`config.mk`:
```
export PLATFORM = sky130hd
export DESIGN_NAME = fpga_hf
export DESIGN_NICKNAME = d
export VERILOG_FILES = /design/src/hdl/hf_pkg.sv /design/src/hdl/ssp_if.sv /design/src/hdl/ssp_clock_gen.sv /design/src/hdl/hi_simulate.sv /design/src/hdl/hi_read_tx.sv /design/src/hdl/fpga_hf.sv
export SDC_FILE = /design/constraint.sdc
export NUM_CORES = 1
export LEC_CHECK = 0
export BUFFER_PORTS_ARGS = -buffer_cell sky130_fd_sc_hd__buf_4
export CORE_UTILIZATION = 40
export DETAILED_ROUTE_END_ITERATION = 10
export SLEW_MARGIN = 20
export SYNTH_ARGS = -nofsm -noshare
export SYNTH_HDL_FRONTEND = slang
export SYNTH_SLANG_ARGS = --single-unit
```
`constraint.sdc`:
```
create_clock -name ssp_clk -period 2.8 [get_ports ssp_clk]
set_input_delay 0.14 -clock ssp_clk [delete_from_list [all_inputs] [get_ports ssp_clk]]
set_output_delay 0.14 -clock ssp_clk [all_outputs]
set_load 0.03 [all_outputs]
```
`src/hdl/hf_pkg.sv`:
```
`default_nettype none

package hf_pkg;

    // Width of the raw ADC sample bus
    localparam int ADC_WIDTH = 8;

    // The fabric divider is wide enough for the slow on-off bit above the serial clock
    localparam int DIV_WIDTH = 7;

    localparam int FRAME_WIDTH = 3; // One frame every 8 serial clocks

    // Top level operating mode
    typedef enum logic [1:0] {
        mode_simulate = 2'd0,
        mode_read_tx  = 2'd1,
        mode_off      = 2'd2
    } major_mode_e;

    // Tag load modulation type
    // Codes 3 to 7 are not listed and behave as listen
    typedef enum logic [2:0] {
        mod_listen = 3'd0,
        mod_bpsk   = 3'd1,
        mod_ook    = 3'd2
    } mod_type_e;

endpackage

`default_nettype wire

```
`src/hdl/ssp_if.sv`:
```
`timescale 1ns/1ps
`default_nettype none

interface ssp_if
    import hf_pkg::*;
();

    logic [DIV_WIDTH-1:0] div_count; // Free running fabric divider
    logic                 sck;
    logic                 sck_rise;  // High in the cycle before sck goes high
    logic                 sck_fall;
    logic                 frame_tx_zero;
    logic                 frame_rx_zero; // Frame counter stepped on the falling enable

    modport source (
        output div_count,
        output sck,
        output sck_rise,
        output sck_fall,
        output frame_tx_zero,
        output frame_rx_zero
    );

    modport sink (
        input div_count,
        input sck,
        input sck_rise,
        input sck_fall,
        input frame_tx_zero,
        input frame_rx_zero
    );

endinterface

`default_nettype wire

```
`src/hdl/ssp_clock_gen.sv`:
```
`timescale 1ns/1ps
`default_nettype none

module ssp_clock_gen
    import hf_pkg::*;
#(
    parameter int SCK_BIT = 4
) (
    input  wire    ssp_clk,
    input  wire    rst_n,
    ssp_if.source  ssp
);

    logic [DIV_WIDTH-1:0]   div_count;
    logic [FRAME_WIDTH-1:0] frame_tx_cnt;
    logic [FRAME_WIDTH-1:0] frame_rx_cnt;
    logic                   low_bits_full;

    always_ff @(posedge ssp_clk or negedge rst_n)
    begin
        if (!rst_n)
        begin
            div_count <= '0;
        end
        else
        begin
            div_count <= div_count + 1'b1;
        end
    end

    // Everything below the serial clock bit is about to wrap
    assign low_bits_full = &div_count[SCK_BIT-1:0];

    assign ssp.div_count = div_count;
    assign ssp.sck       = div_count[SCK_BIT];
    assign ssp.sck_rise  = low_bits_full & ~div_count[SCK_BIT];
    assign ssp.sck_fall  = low_bits_full & div_count[SCK_BIT];

    // The two frame phases differ by half a serial clock
    always_ff @(posedge ssp_clk or negedge rst_n)
    begin
        if (!rst_n)
        begin
            frame_tx_cnt <= '0;
            frame_rx_cnt <= '0;
        end
        else
        begin
            if (ssp.sck_rise)
            begin
                frame_tx_cnt <= frame_tx_cnt + 1'b1;
            end
            if (ssp.sck_fall)
            begin
                frame_rx_cnt <= frame_rx_cnt + 1'b1;
            end
        end
    end

    assign ssp.frame_tx_zero = (frame_tx_cnt == '0);
    assign ssp.frame_rx_zero = (frame_rx_cnt == '0);

endmodule

`default_nettype wire

```
`src/hdl/hi_simulate.sv`:
```
`timescale 1ns/1ps
`default_nettype none

module hi_simulate
    import hf_pkg::*;
#(
    parameter int SCK_BIT   = 4,
    parameter int HYST_BITS = 3
) (
    input  wire                  ssp_clk,
    input  wire                  rst_n,
    input  wire [ADC_WIDTH-1:0]  adc_d,
    input  wire                  ssp_dout,
    input  mod_type_e            mod_type,
    ssp_if.sink                  ssp,
    output logic                 ssp_din,
    output logic                 ssp_frame,
    output logic [3:0]           pwr_oe,
    output logic                 dbg
);

    logic [HYST_BITS-1:0] adc_top;
    logic                 after_hysteresis;
    logic                 use_rx_frame;
    logic                 mod_next;
    logic                 mod_q;

    assign adc_top = adc_d[ADC_WIDTH-1 -: HYST_BITS];

    // Strong field sets the state, no field clears it, anything between holds
    always_ff @(posedge ssp_clk or negedge rst_n)
    begin
        if (!rst_n)
        begin
            after_hysteresis <= 1'b0;
        end
        else if (&adc_top)
        begin
            after_hysteresis <= 1'b1;
        end
        else if (~|adc_top)
        begin
            after_hysteresis <= 1'b0;
        end
    end

    // A modulating tag reads its frame from the falling counter
    assign use_rx_frame = (mod_type == mod_bpsk) || (mod_type == mod_ook);

    always_ff @(posedge ssp_clk or negedge rst_n)
    begin
        if (!rst_n)
        begin
            ssp_din   <= 1'b0;
            ssp_frame <= 1'b0;
        end
        else
        begin
            if (ssp.sck_rise)
            begin
                ssp_din <= after_hysteresis; // Changes together with sck rising
            end
            ssp_frame <= use_rx_frame ? ssp.frame_rx_zero : ssp.frame_tx_zero;
        end
    end

    always_comb
    begin
        case (mod_type)
            mod_bpsk: mod_next = ssp_dout ^ ssp.div_count[SCK_BIT-1]; // Subcarrier phase flip
            mod_ook:  mod_next = ssp_dout & ssp.div_count[SCK_BIT+1];
            default:  mod_next = 1'b0;
        endcase
    end

    always_ff @(posedge ssp_clk or negedge rst_n)
    begin
        if (!rst_n)
        begin
            mod_q <= 1'b0;
        end
        else
        begin
            mod_q <= mod_next;
        end
    end

    // The third output enable never loads the antenna
    assign pwr_oe = {mod_q, 1'b0, mod_q, mod_q};
    assign dbg    = after_hysteresis;

endmodule

`default_nettype wire

```
`src/hdl/hi_read_tx.sv`:
```
`timescale 1ns/1ps
`default_nettype none

module hi_read_tx
    import hf_pkg::*;
#(
    parameter int HYST_BITS = 3
) (
    input  wire                  ssp_clk,
    input  wire                  rst_n,
    input  wire [ADC_WIDTH-1:0]  adc_d,
    input  wire                  ssp_dout,
    ssp_if.sink                  ssp,
    output logic                 ssp_din,
    output logic                 ssp_frame,
    output logic                 pwr_hi,
    output logic                 dbg
);

    logic slice;
    logic slice_q;

    // Plain threshold on the top bits, with no memory of the previous level
    assign slice = &adc_d[ADC_WIDTH-1 -: HYST_BITS];

    always_ff @(posedge ssp_clk or negedge rst_n)
    begin
        if (!rst_n)
        begin
            pwr_hi    <= 1'b0;
            ssp_din   <= 1'b0;
            ssp_frame <= 1'b0;
            slice_q   <= 1'b0;
        end
        else
        begin
            pwr_hi    <= ~ssp_dout; // The host keys the carrier off by driving a one
            ssp_frame <= ssp.frame_tx_zero;
            slice_q   <= slice;
            if (ssp.sck_rise)
            begin
                ssp_din <= slice;
            end
        end
    end

    assign dbg = slice_q;

endmodule

`default_nettype wire

```
`src/hdl/fpga_hf.sv`:
```
`timescale 1ns/1ps
`default_nettype none

module fpga_hf
    import hf_pkg::*;
#(
    parameter int SCK_BIT   = 4,
    parameter int HYST_BITS = 3
) (
    input  wire                  ssp_clk,
    input  wire                  rst_n,
    input  major_mode_e          major_mode,
    input  mod_type_e            mod_type,
    input  wire [ADC_WIDTH-1:0]  adc_d,
    input  wire                  ssp_dout,
    input  wire                  cross_hi,
    input  wire                  cross_lo,
    output logic                 adc_clk,
    output logic                 pwr_lo,
    output logic                 pwr_hi,
    output logic                 pwr_oe1,
    output logic                 pwr_oe2,
    output logic                 pwr_oe3,
    output logic                 pwr_oe4,
    output logic                 ssp_sck,
    output logic                 ssp_frame,
    output logic                 ssp_din,
    output logic                 dbg
);

    logic [3:0] sim_pwr_oe;
    logic       sim_ssp_din;
    logic       sim_ssp_frame;
    logic       sim_dbg;
    logic       tx_pwr_hi;
    logic       tx_ssp_din;
    logic       tx_ssp_frame;
    logic       tx_dbg;
    logic [3:0] pwr_oe_q;

    ssp_if ssp_bus ();

    ssp_clock_gen #(
        .SCK_BIT (SCK_BIT)
    ) ssp_clock_gen_inst (
        .ssp_clk (ssp_clk),
        .rst_n   (rst_n),
        .ssp     (ssp_bus.source)
    );

    hi_simulate #(
        .SCK_BIT   (SCK_BIT),
        .HYST_BITS (HYST_BITS)
    ) hi_simulate_inst (
        .ssp_clk   (ssp_clk),
        .rst_n     (rst_n),
        .adc_d     (adc_d),
        .ssp_dout  (ssp_dout),
        .mod_type  (mod_type),
        .ssp       (ssp_bus.sink),
        .ssp_din   (sim_ssp_din),
        .ssp_frame (sim_ssp_frame),
        .pwr_oe    (sim_pwr_oe),
        .dbg       (sim_dbg)
    );

    hi_read_tx #(
        .HYST_BITS (HYST_BITS)
    ) hi_read_tx_inst (
        .ssp_clk   (ssp_clk),
        .rst_n     (rst_n),
        .adc_d     (adc_d),
        .ssp_dout  (ssp_dout),
        .ssp       (ssp_bus.sink),
        .ssp_din   (tx_ssp_din),
        .ssp_frame (tx_ssp_frame),
        .pwr_hi    (tx_pwr_hi),
        .dbg       (tx_dbg)
    );

    // The pad register stage keeps the inactive mode off the pins
    always_ff @(posedge ssp_clk or negedge rst_n)
    begin
        if (!rst_n)
        begin
            pwr_oe_q  <= '0;
            pwr_hi    <= 1'b0;
            ssp_din   <= 1'b0;
            ssp_frame <= 1'b0;
            dbg       <= 1'b0;
        end
        else
        begin
            case (major_mode)
                mode_simulate:
                begin
                    pwr_oe_q  <= sim_pwr_oe;
                    pwr_hi    <= 1'b0;
                    ssp_din   <= sim_ssp_din;
                    ssp_frame <= sim_ssp_frame;
                    dbg       <= sim_dbg;
                end
                mode_read_tx:
                begin
                    pwr_oe_q  <= '0; // The reader drives through pwr_hi only
                    pwr_hi    <= tx_pwr_hi;
                    ssp_din   <= tx_ssp_din;
                    ssp_frame <= tx_ssp_frame;
                    dbg       <= tx_dbg;
                end
                default:
                begin
                    pwr_oe_q  <= '0;
                    pwr_hi    <= 1'b0;
                    ssp_din   <= 1'b0;
                    ssp_frame <= 1'b0;
                    dbg       <= 1'b0;
                end
            endcase
        end
    end

    assign pwr_oe1 = pwr_oe_q[0];
    assign pwr_oe2 = pwr_oe_q[1];
    assign pwr_oe3 = pwr_oe_q[2];
    assign pwr_oe4 = pwr_oe_q[3];

    // Neither mode uses the low-power driver
    assign pwr_lo  = 1'b0;

    assign adc_clk = ssp_clk; // ADC samples on the fabric clock
    assign ssp_sck = ssp_bus.sck;

endmodule

`default_nettype wire

```
==> results of run 1 <==
[power by group through the flow]
stage                     Clock (mW)  Sequential (mW)  Combinational (mW)
after floorplan               0.0535            0.387              0.0212
after global placement        0.0535            0.381              0.0516
after detailed placement      0.0535            0.381              0.0528
after CTS                      0.277            0.374              0.0673
after global routing           0.293            0.376              0.0740
final                          0.265            0.374              0.0665
[kinds of logic after synthesis]
group | Yosys count
compound gates | 8
xor+xnor | 8
fa+ha+maj | 7
buf+inv | 17
flops | 25
mux | 5
other cells | 1
simple gates | 17
[area by class of cell]
class / count / area share [%]
well taps: 30 / 2.72
repair buffers: 29 / 17.8
flip-flops and latches: 25 / 45.4
multi-input cells: 47 / 27.0
clock buffers: 8 / 4.08
inverters: 11 / 2.99
[critical path, delay by kind of cell]
family / cells / cell delay (ps)
buffers and inverters: 3 / 380
[synth_stat cells, types with 2 or more instances]
library cell / n
xnor2_1: 4
inv_1: 11
buf_4: 5
dfrtp_1: 25
mux2i_1: 3
ha_1: 7
xor2_1: 4
nand4b_1: 2
o21ai_0: 4
nor2_1: 3
and3_1: 2
nand2_1: 4
[routing by layer]
layer  global-route usage [%]  wire [um]  vias to the layer above
li1                         -          -                      341
met1                     14.4        647                      336
met2                     23.0        820                       18
met3                     5.93         78                        5
met4                     7.89         30                        0
met5                        0          0                        -
[path summary, 6_finish.rpt]
check                                                     from  depth (start not counted)                             endpoint  slack (ps)
min in group asynchronous                                rst_n                          2                          pwr_oe_q[1]         140
min                                                mod_type[1]                          3           hi_simulate_inst.ssp_frame          60
max                                                    ssp_clk                          3                              adc_clk         880
min reg2reg                ssp_clock_gen_inst.ssp.div_count[0]                          1  ssp_clock_gen_inst.ssp.div_count[0]         460
max reg2reg                               hi_simulate_inst.dbg                          4                 hi_simulate_inst.dbg        1030
max in group asynchronous                                rst_n                          2   ssp_clock_gen_inst.frame_tx_cnt[0]        2420
[repair_timing]
action / 4_1_cts / 5_1_grt
hold buffers: 11 / 0
endpoints found under the hold margin: 34 / 0
buffers inserted: 0 / 0
==> results_dict.tcl, run 1 <==
set metrics [dict create \
    cpMostUsedCell "clkbuf_4" \
    ys_async_sr_fraction_pct 100 \
    drv_slew 0 \
    synth-edff-count 0 \
    largest_reg_flops 6 \
    overflow 0 \
    intPower_uw 524 \
    routedWlPerCell_um 10.5 \
    drive_gt1_share_pct 24.2 \
    setup_viol 0 \
    hp-class "in -> reg" \
    syn_inst 88 \
    antenna_found_initial 0 \
    stdcell_count 150 \
    synth_top_area_share_pct 58.0 \
    nFillCells 219 \
    worstSetupPathType "clk -> out" \
    dieArea_sq_mm 0.00291 \
    synthDistinctLibCells 26 \
    dp.cells 132 \
    cp_data_required_time_ps 2660 \
    viasPerCell 4.67 \
    yosysWarnings 0 \
    multi_input_area_sq_um 373 \
    grt_pass1_vias 665 \
    pwr-share-seq_pct 53.0 \
    run_status "finished clean" \
    path_cells "clkbuf_4 -> clkbuf_4 -> buf_4" \
    synth_xor_area_share_pct 6.50 \
    num_rows 18 \
    grt_first_pass_wirelength_um 2730 \
    synthFlopType "dfrtp_1" \
    largestRegisters "ssp_clock_gen_inst.ssp.div_count (6), ssp_clock_gen_inst.frame_rx_cnt (3), ssp_clock_gen_inst.frame_tx_cnt (3)" \
    netlist_top_cells_area "dfrtp_1, ha_1, inv_1, buf_4, xnor2_1" \
    layout_common_cells "dfrtp_1, buf_4, inv_1, dlygate4sd3_1, ha_1" \
    num-nets-final 146 \
    swShare_pct 25.7 \
    ys_seq_area_share_pct 58.0 \
    die_w_um 53.9 \
    fin_skew_ps 4.35 \
    yosys.area_share.simple_pct 9.51 \
    fin_total_pwr_uw 706 \
    insertedDiodeCount 0 \
    clkPwrFrac_pct 37.6 \
    cts-resized-gates 0 \
    initial_core_util_pct 42.8 \
    power_frac_comb_pct 9.4 \
    synthAdderAreaFrac_pct 8.12 \
    final_area_sq_mm 0.00138 \
    syn-cell-area_sq_mm 0.00108 \
    seq_area_sq_um 626 \
    crit_path_max_fanout 2 \
    fin_tns_setup_ps 0 \
    layout_setup_ws_ps 882 \
    synth_top_family_by_area "simple AND/OR/NAND/NOR gates" \
    final_core_util_pct 54.7 \
    synth.mux.area_fraction_pct 4.87 \
    avgSynthCellArea_sq_um 12.3 \
    drt_pass1_iterations 4 \
    grt_max_degree 26 \
    gp_congestion 0.667 \
    synth_compound_area_share_pct 4.87 \
    hold_slack_ps 59.5 \
    drt-total-wl_um 1580 \
    p_switching_uw 181 \
    arrival_ps 1780 \
    regMostFlops "ssp_clock_gen_inst.ssp.div_count" \
    coreArea_sq_mm 0.00252 \
    maxCapViolations 0 \
    ant_nets 0 \
    p_leak_nw 0.721 \
    place_area_sq_mm 0.00122 \
    startpoint_type "clock port" \
    dr_total_vias 700 \
    drc 0 \
    clk_pin_slew_worst_paths_ps 120 \
    slowest_stage "buf_4" \
    die_h_um 53.9 \
    dp_hpwl_um 1070 \
    report.final.hold_viol_count 0 \
    synth-seq-cells 25 \
    io_buffer_count 19 \
    powerDensity_mw_per_mm2 512 \
    rsz0062_at_grt "no" \
    tritoncts "yes" \
    endpoint_kind "output port" \
    slowest_delay_ps 160 \
    area_growth_pct 27.8 \
    dp_worst_setup_slack_ps 1120 \
    vdd_drop_max_mv 0.422 \
    drt_iter0_drc 7 \
    io_pins 29 \
    final_common_cell "dfrtp_1" \
    yosysTopAreaCell "dfrtp_1" \
    insertion_delay_ps 420 \
    grtUsageTotal_pct 13.8 \
]
(Power assumes the default switching activity.)
==> inputs of run 2 (changes only) <==
- clock period: 2.8 -> 1.9 ns (I/O delays scaled with it)
==> results_dict.tcl, run 2 (synthesis gave the netlist of run 1 again) <==
set metrics [dict create \
    dp.cells 132 \
    dp_hpwl_um 1060 \
    postCtsSetupBuffers 0 \
    layout_setup_ws_ps 126 \
    tritoncts "yes" \
    max_clock_freq_mhz 564 \
    area_growth_pct 29.7 \
    regMostFlops "ssp_clock_gen_inst.ssp.div_count" \
    largestRegisters "ssp_clock_gen_inst.ssp.div_count (6), ssp_clock_gen_inst.frame_rx_cnt (3), ssp_clock_gen_inst.frame_tx_cnt (3)" \
    grt_max_degree 26 \
    viasPerCell 4.69 \
    dr_total_vias 713 \
    initial_core_util_pct 42.8 \
    grt_pass1_vias 708 \
    fin_tns_setup_ps 0 \
    num_rows 18 \
    endpoint_kind "flop" \
    die_w_um 53.9 \
    dp_worst_setup_slack_ps 398 \
    io_pins 29 \
    worstSetupPathType "reg -> reg" \
    grt_first_pass_wirelength_um 2970 \
    powerDensity_mw_per_mm2 748 \
    stdcell_count 152 \
    fin_skew_ps 6.10 \
    arrival_ps 2100 \
    drv_slew 0 \
    crit_path_max_fanout 4 \
    largest_reg_flops 6 \
    num-nets-final 148 \
    grtUsageTotal_pct 15.2 \
    vdd_drop_max_mv 0.675 \
    path_cells "o21ai_0 -> dlygate4sd3_1 -> o21ai_0 -> dlygate4sd3_1" \
    drc 0 \
    setup_viol 0 \
    ctsHoldBuffers 13 \
    maxCapViolations 0 \
    fin_crit_ps 1770 \
    routedWlPerCell_um 11.3 \
    startpoint_type "flop" \
    report.final.hold_viol_count 0 \
    ant_nets 0 \
    drt_iter0_drc 3 \
    hold_slack_ps 15.5 \
    fin_total_pwr_mw 1.05 \
    slowest_delay_ps 550 \
    drt_pass1_iterations 4 \
    hp-class "in -> reg" \
    insertedDiodeCount 0 \
    die_h_um 53.9 \
    slowest_stage "dlygate4sd3_1" \
    gp_congestion 0.665 \
    drive_gt1_share_pct 23.8 \
    fin_crit_sh_pct 93.4 \
    dieArea_sq_mm 0.00291 \
    antenna_found_initial 0 \
    rsz0062_at_grt "no" \
    cts-resized-gates 0 \
    final_common_cell "dfrtp_1" \
    clk_pin_slew_worst_paths_ps 130 \
    cp_data_required_time_ps 2220 \
    overflow 0 \
    layout_common_cells "dfrtp_1, buf_4, dlygate4sd3_1, inv_1, ha_1" \
    coreArea_sq_mm 0.00252 \
    p_leak_nw 0.732 \
    drt-total-wl_um 1720 \
    io_buffer_count 19 \
    run_status "finished clean" \
    insertion_delay_ps 420 \
]
## run 2: cell count changes in the layout (fill, tap and decap cells not counted), sizes merged
cell         delta
dlygate4sd3     +2
## run 2: metrics by stage
stage                     util [%]  cell area (sq um)
after global routing          55.5               1400
after detailed placement      48.4               1220
after floorplan                  -               1080
final                         55.5               1400
after CTS                     55.5               1400
after global placement        48.4               1220
## run 2: power by group
part	total (mW)	internal [mW]	switching (mW)
clock network	0.394	0.178	0.216
logic	0.101	0.0509	0.0501
registers	0.551	0.545	0.00616
total	1.05	0.774	0.272
## run 2: worst paths after layout
check	slack [ps]	cells after the start	startpoint	to
setup / recovery	130	4	hi_simulate_inst.dbg	hi_simulate_inst.dbg
hold / removal	20	3	mod_type[0]	hi_simulate_inst.ssp_frame
setup reg to reg	130	4	hi_simulate_inst.dbg	hi_simulate_inst.dbg
hold reg to reg	460	1	ssp_clock_gen_inst.ssp.div_count[0]	ssp_clock_gen_inst.ssp.div_count[0]
max in group asynchronous	1570	2	rst_n	ssp_clock_gen_inst.ssp.div_count[0]
min in group asynchronous	90	2	rst_n	pwr_oe_q[1]
## run 2: layout make-up
class / count / area, sq um
well taps: 30 / 37.5
flip-flops and latches: 25 / 626
inverters: 11 / 41.3
multi-input cells: 47 / 373
repair buffers: 31 / 265
fillers: 218 / 1120
clock buffers: 8 / 56.3
## run 2: critical path: cells and delay by family, from the launching register on
kind / cells / cell delay [ps]
buffers and inverters: 2 / 1100
flip-flops: 1 / 430
AO/OA/AOI/OAI: 2 / 140
## run 2: layer usage
metal  vias to the layer above  wire length (um)  track usage [%]
met4                         0                63             10.1
met5                         -                 0                0
met2                        26               860             24.5
li1                        344                 -                -
met3                         6                90             6.21
met1                       337               704             16.1
==> inputs of run 3 (changes only) <==
- CTS_BUF_LIST: unset -> sky130_fd_sc_hd__clkbuf_8
- SYNTH_HIERARCHICAL: unset -> 1
==> results_dict.tcl, run 3 <==
set metrics [dict create \
    cpMostUsedCell "ha_1" \
    arrival_ps 1860 \
    slowest_stage "dfrtp_1" \
    overflow 0 \
    clk_pin_slew_worst_paths_ps 90 \
    dr_total_vias 724 \
    slowest_delay_ps 420 \
    syn_inst 98 \
    rsz0062_at_grt "no" \
    synth_nets 123 \
    tritoncts "yes" \
    path_buf_inv 0 \
    crit_path_max_fanout 6 \
    grtUsageTotal_pct 12.9 \
    reg2reg_slack_ps 300 \
    p_leak_nw 0.778 \
    largestRegisters "ssp_clock_gen_inst/ssp.div_count (6), pwr_oe_q (4)" \
    io_pins 29 \
    routedWlPerCell_um 10.4 \
    report.final.hold_viol_count 0 \
    drive_gt1_share_pct 27.2 \
    vdd_drop_max_mv 0.359 \
    crit_cells 4 \
    num-nets-final 151 \
    startpoint_type "flop" \
    dp_hpwl_um 1110 \
    die_h_um 57.2 \
    grt_first_pass_wirelength_um 3060 \
    max_clock_freq_mhz 624 \
    crit_path_start "ssp_clock_gen_inst/ssp.div_count[0]" \
    insertion_delay_ps 370 \
    drt-total-wl_um 1620 \
    hp-class "in -> reg" \
    coreArea_sq_mm 0.00283 \
    avgSynthCellArea_sq_um 12.4 \
    fin_crit_sh_pct 84.3 \
    layout_common_cells "dfrtp_1, buf_4, inv_1" \
    dieArea_sq_mm 0.00327 \
    endpoint "hi_read_tx_inst/ssp_din" \
    io_buffer_count 20 \
    final_common_cell "dfrtp_1" \
    endpoint_kind "flop" \
    ff2ff_path_depth 4 \
    area_growth_pct 24.6 \
    ant_nets 0 \
    yosysWarnings 6 \
    dp_worst_setup_slack_ps 318 \
    syn-cell-area_sq_mm 0.00122 \
    num_rows 19 \
    die_w_um 57.2 \
    layout_setup_ws_ps 298 \
    maxCapViolations 0 \
    fin_skew_ps 1.37 \
    regMostFlops "ssp_clock_gen_inst/ssp.div_count" \
    grt_pass1_vias 751 \
    viasPerCell 4.64 \
    drc 3 \
    r2r-start "ssp_clock_gen_inst/ssp.div_count[0]" \
    run_status "finished, violations left" \
    gp_congestion 0.718 \
    drt_iter0_drc 16 \
    violations "DRC" \
    antenna_found_initial 0 \
    worstSetupPathType "reg -> reg" \
    initial_core_util_pct 43.0 \
    grt_max_degree 29 \
    critPathTopFamily "adder cells" \
    drv_slew 0 \
    largest_reg_flops 6 \
    insertedDiodeCount 0 \
    path_cells "ha_1 -> and3_2 -> ha_1 -> mux2_4" \
    r2r-end "hi_read_tx_inst/ssp_din" \
    fin_crit_ps 1600 \
    powerDensity_mw_per_mm2 859 \
    setup_viol 0 \
    cp_data_required_time_ps 2160 \
    fin_tns_setup_ps 0 \
    drt_pass1_iterations 9 \
]
-- run 3: worst reg2reg max path, cell delays in order, from the launching register on --
cell and delay [ps]:
dfrtp_1 420, ha_1 230, and3_2 220, ha_1 300, mux2_4 330
-- run 3: worst min-delay path by stage --
stage                     start                      to  slack [ps]  depth (start not counted)
CTS                 mod_type[0]  hi_simulate_inst/mod_q           1                          3
global placement          rst_n     hi_read_tx_inst/dbg          30                          1
floorplan                 rst_n                     dbg        -200                          0
global route           adc_d[5]     hi_read_tx_inst/dbg          20                          2
detailed placement        rst_n     hi_read_tx_inst/dbg          30                          1
finish              mod_type[0]  hi_simulate_inst/mod_q          10                          3
-- run 3: area by class of cell --
cell class | count | area (sq um)
multi-input cells | 54 | 427
clock buffers | 8 | 104
well taps | 31 | 38.8
fillers | 246 | 1310
inverters | 9 | 33.8
flip-flops and latches | 28 | 701
repair buffers | 26 | 213
-- run 3: per-stage QoR --
| step | power (mW) | hold slack (ps) | util [%] | instances | instance area, sq um |
|---|---|---|---|---|---|
| 3_3_place_gp | 0.791 | 27.9 | 47.7 | 142 | 1350 |
| 2_1_floorplan | 0.755 | -201 | - | 98 | 1220 |
| 3_5_place_dp | 0.793 | 32.9 | 47.7 | 142 | 1350 |
| 5_1_grt | 1.37 | 18.6 | 53.6 | 156 | 1520 |
| 4_1_cts | 1.34 | 1.16 | 54.0 | 157 | 1530 |
| 6_report | 1.30 | 14.8 | 53.6 | 156 | 1520 |
-- run 3: routing by layer --
| layer | part of all wire (%) | global-route usage, % | routed length [um] | vias to the layer above |
|---|---|---|---|---|
| met5 | 0 | 0 | 0 | - |
| met3 | 4.2 | 4.08 | 68 | 7 |
| met2 | 48 | 20.0 | 784 | 19 |
| met4 | 3.7 | 9.76 | 60 | 0 |
| li1 | - | - | - | 357 |
| met1 | 44 | 14.8 | 710 | 341 |
-- run 3: repair_timing --
item,4_1_cts,5_1_grt
buffers inserted,0,0
hold buffers,8,0
gates resized for setup,0,0
endpoints found under the setup margin,0,1
endpoints found under the hold margin,35,0
-- run 3: power breakdown --
group | switching (mW) | internal (mW)
Sequential | 0.00637 | 0.610
Combinational | 0.0494 | 0.0483
Clock | 0.244 | 0.346
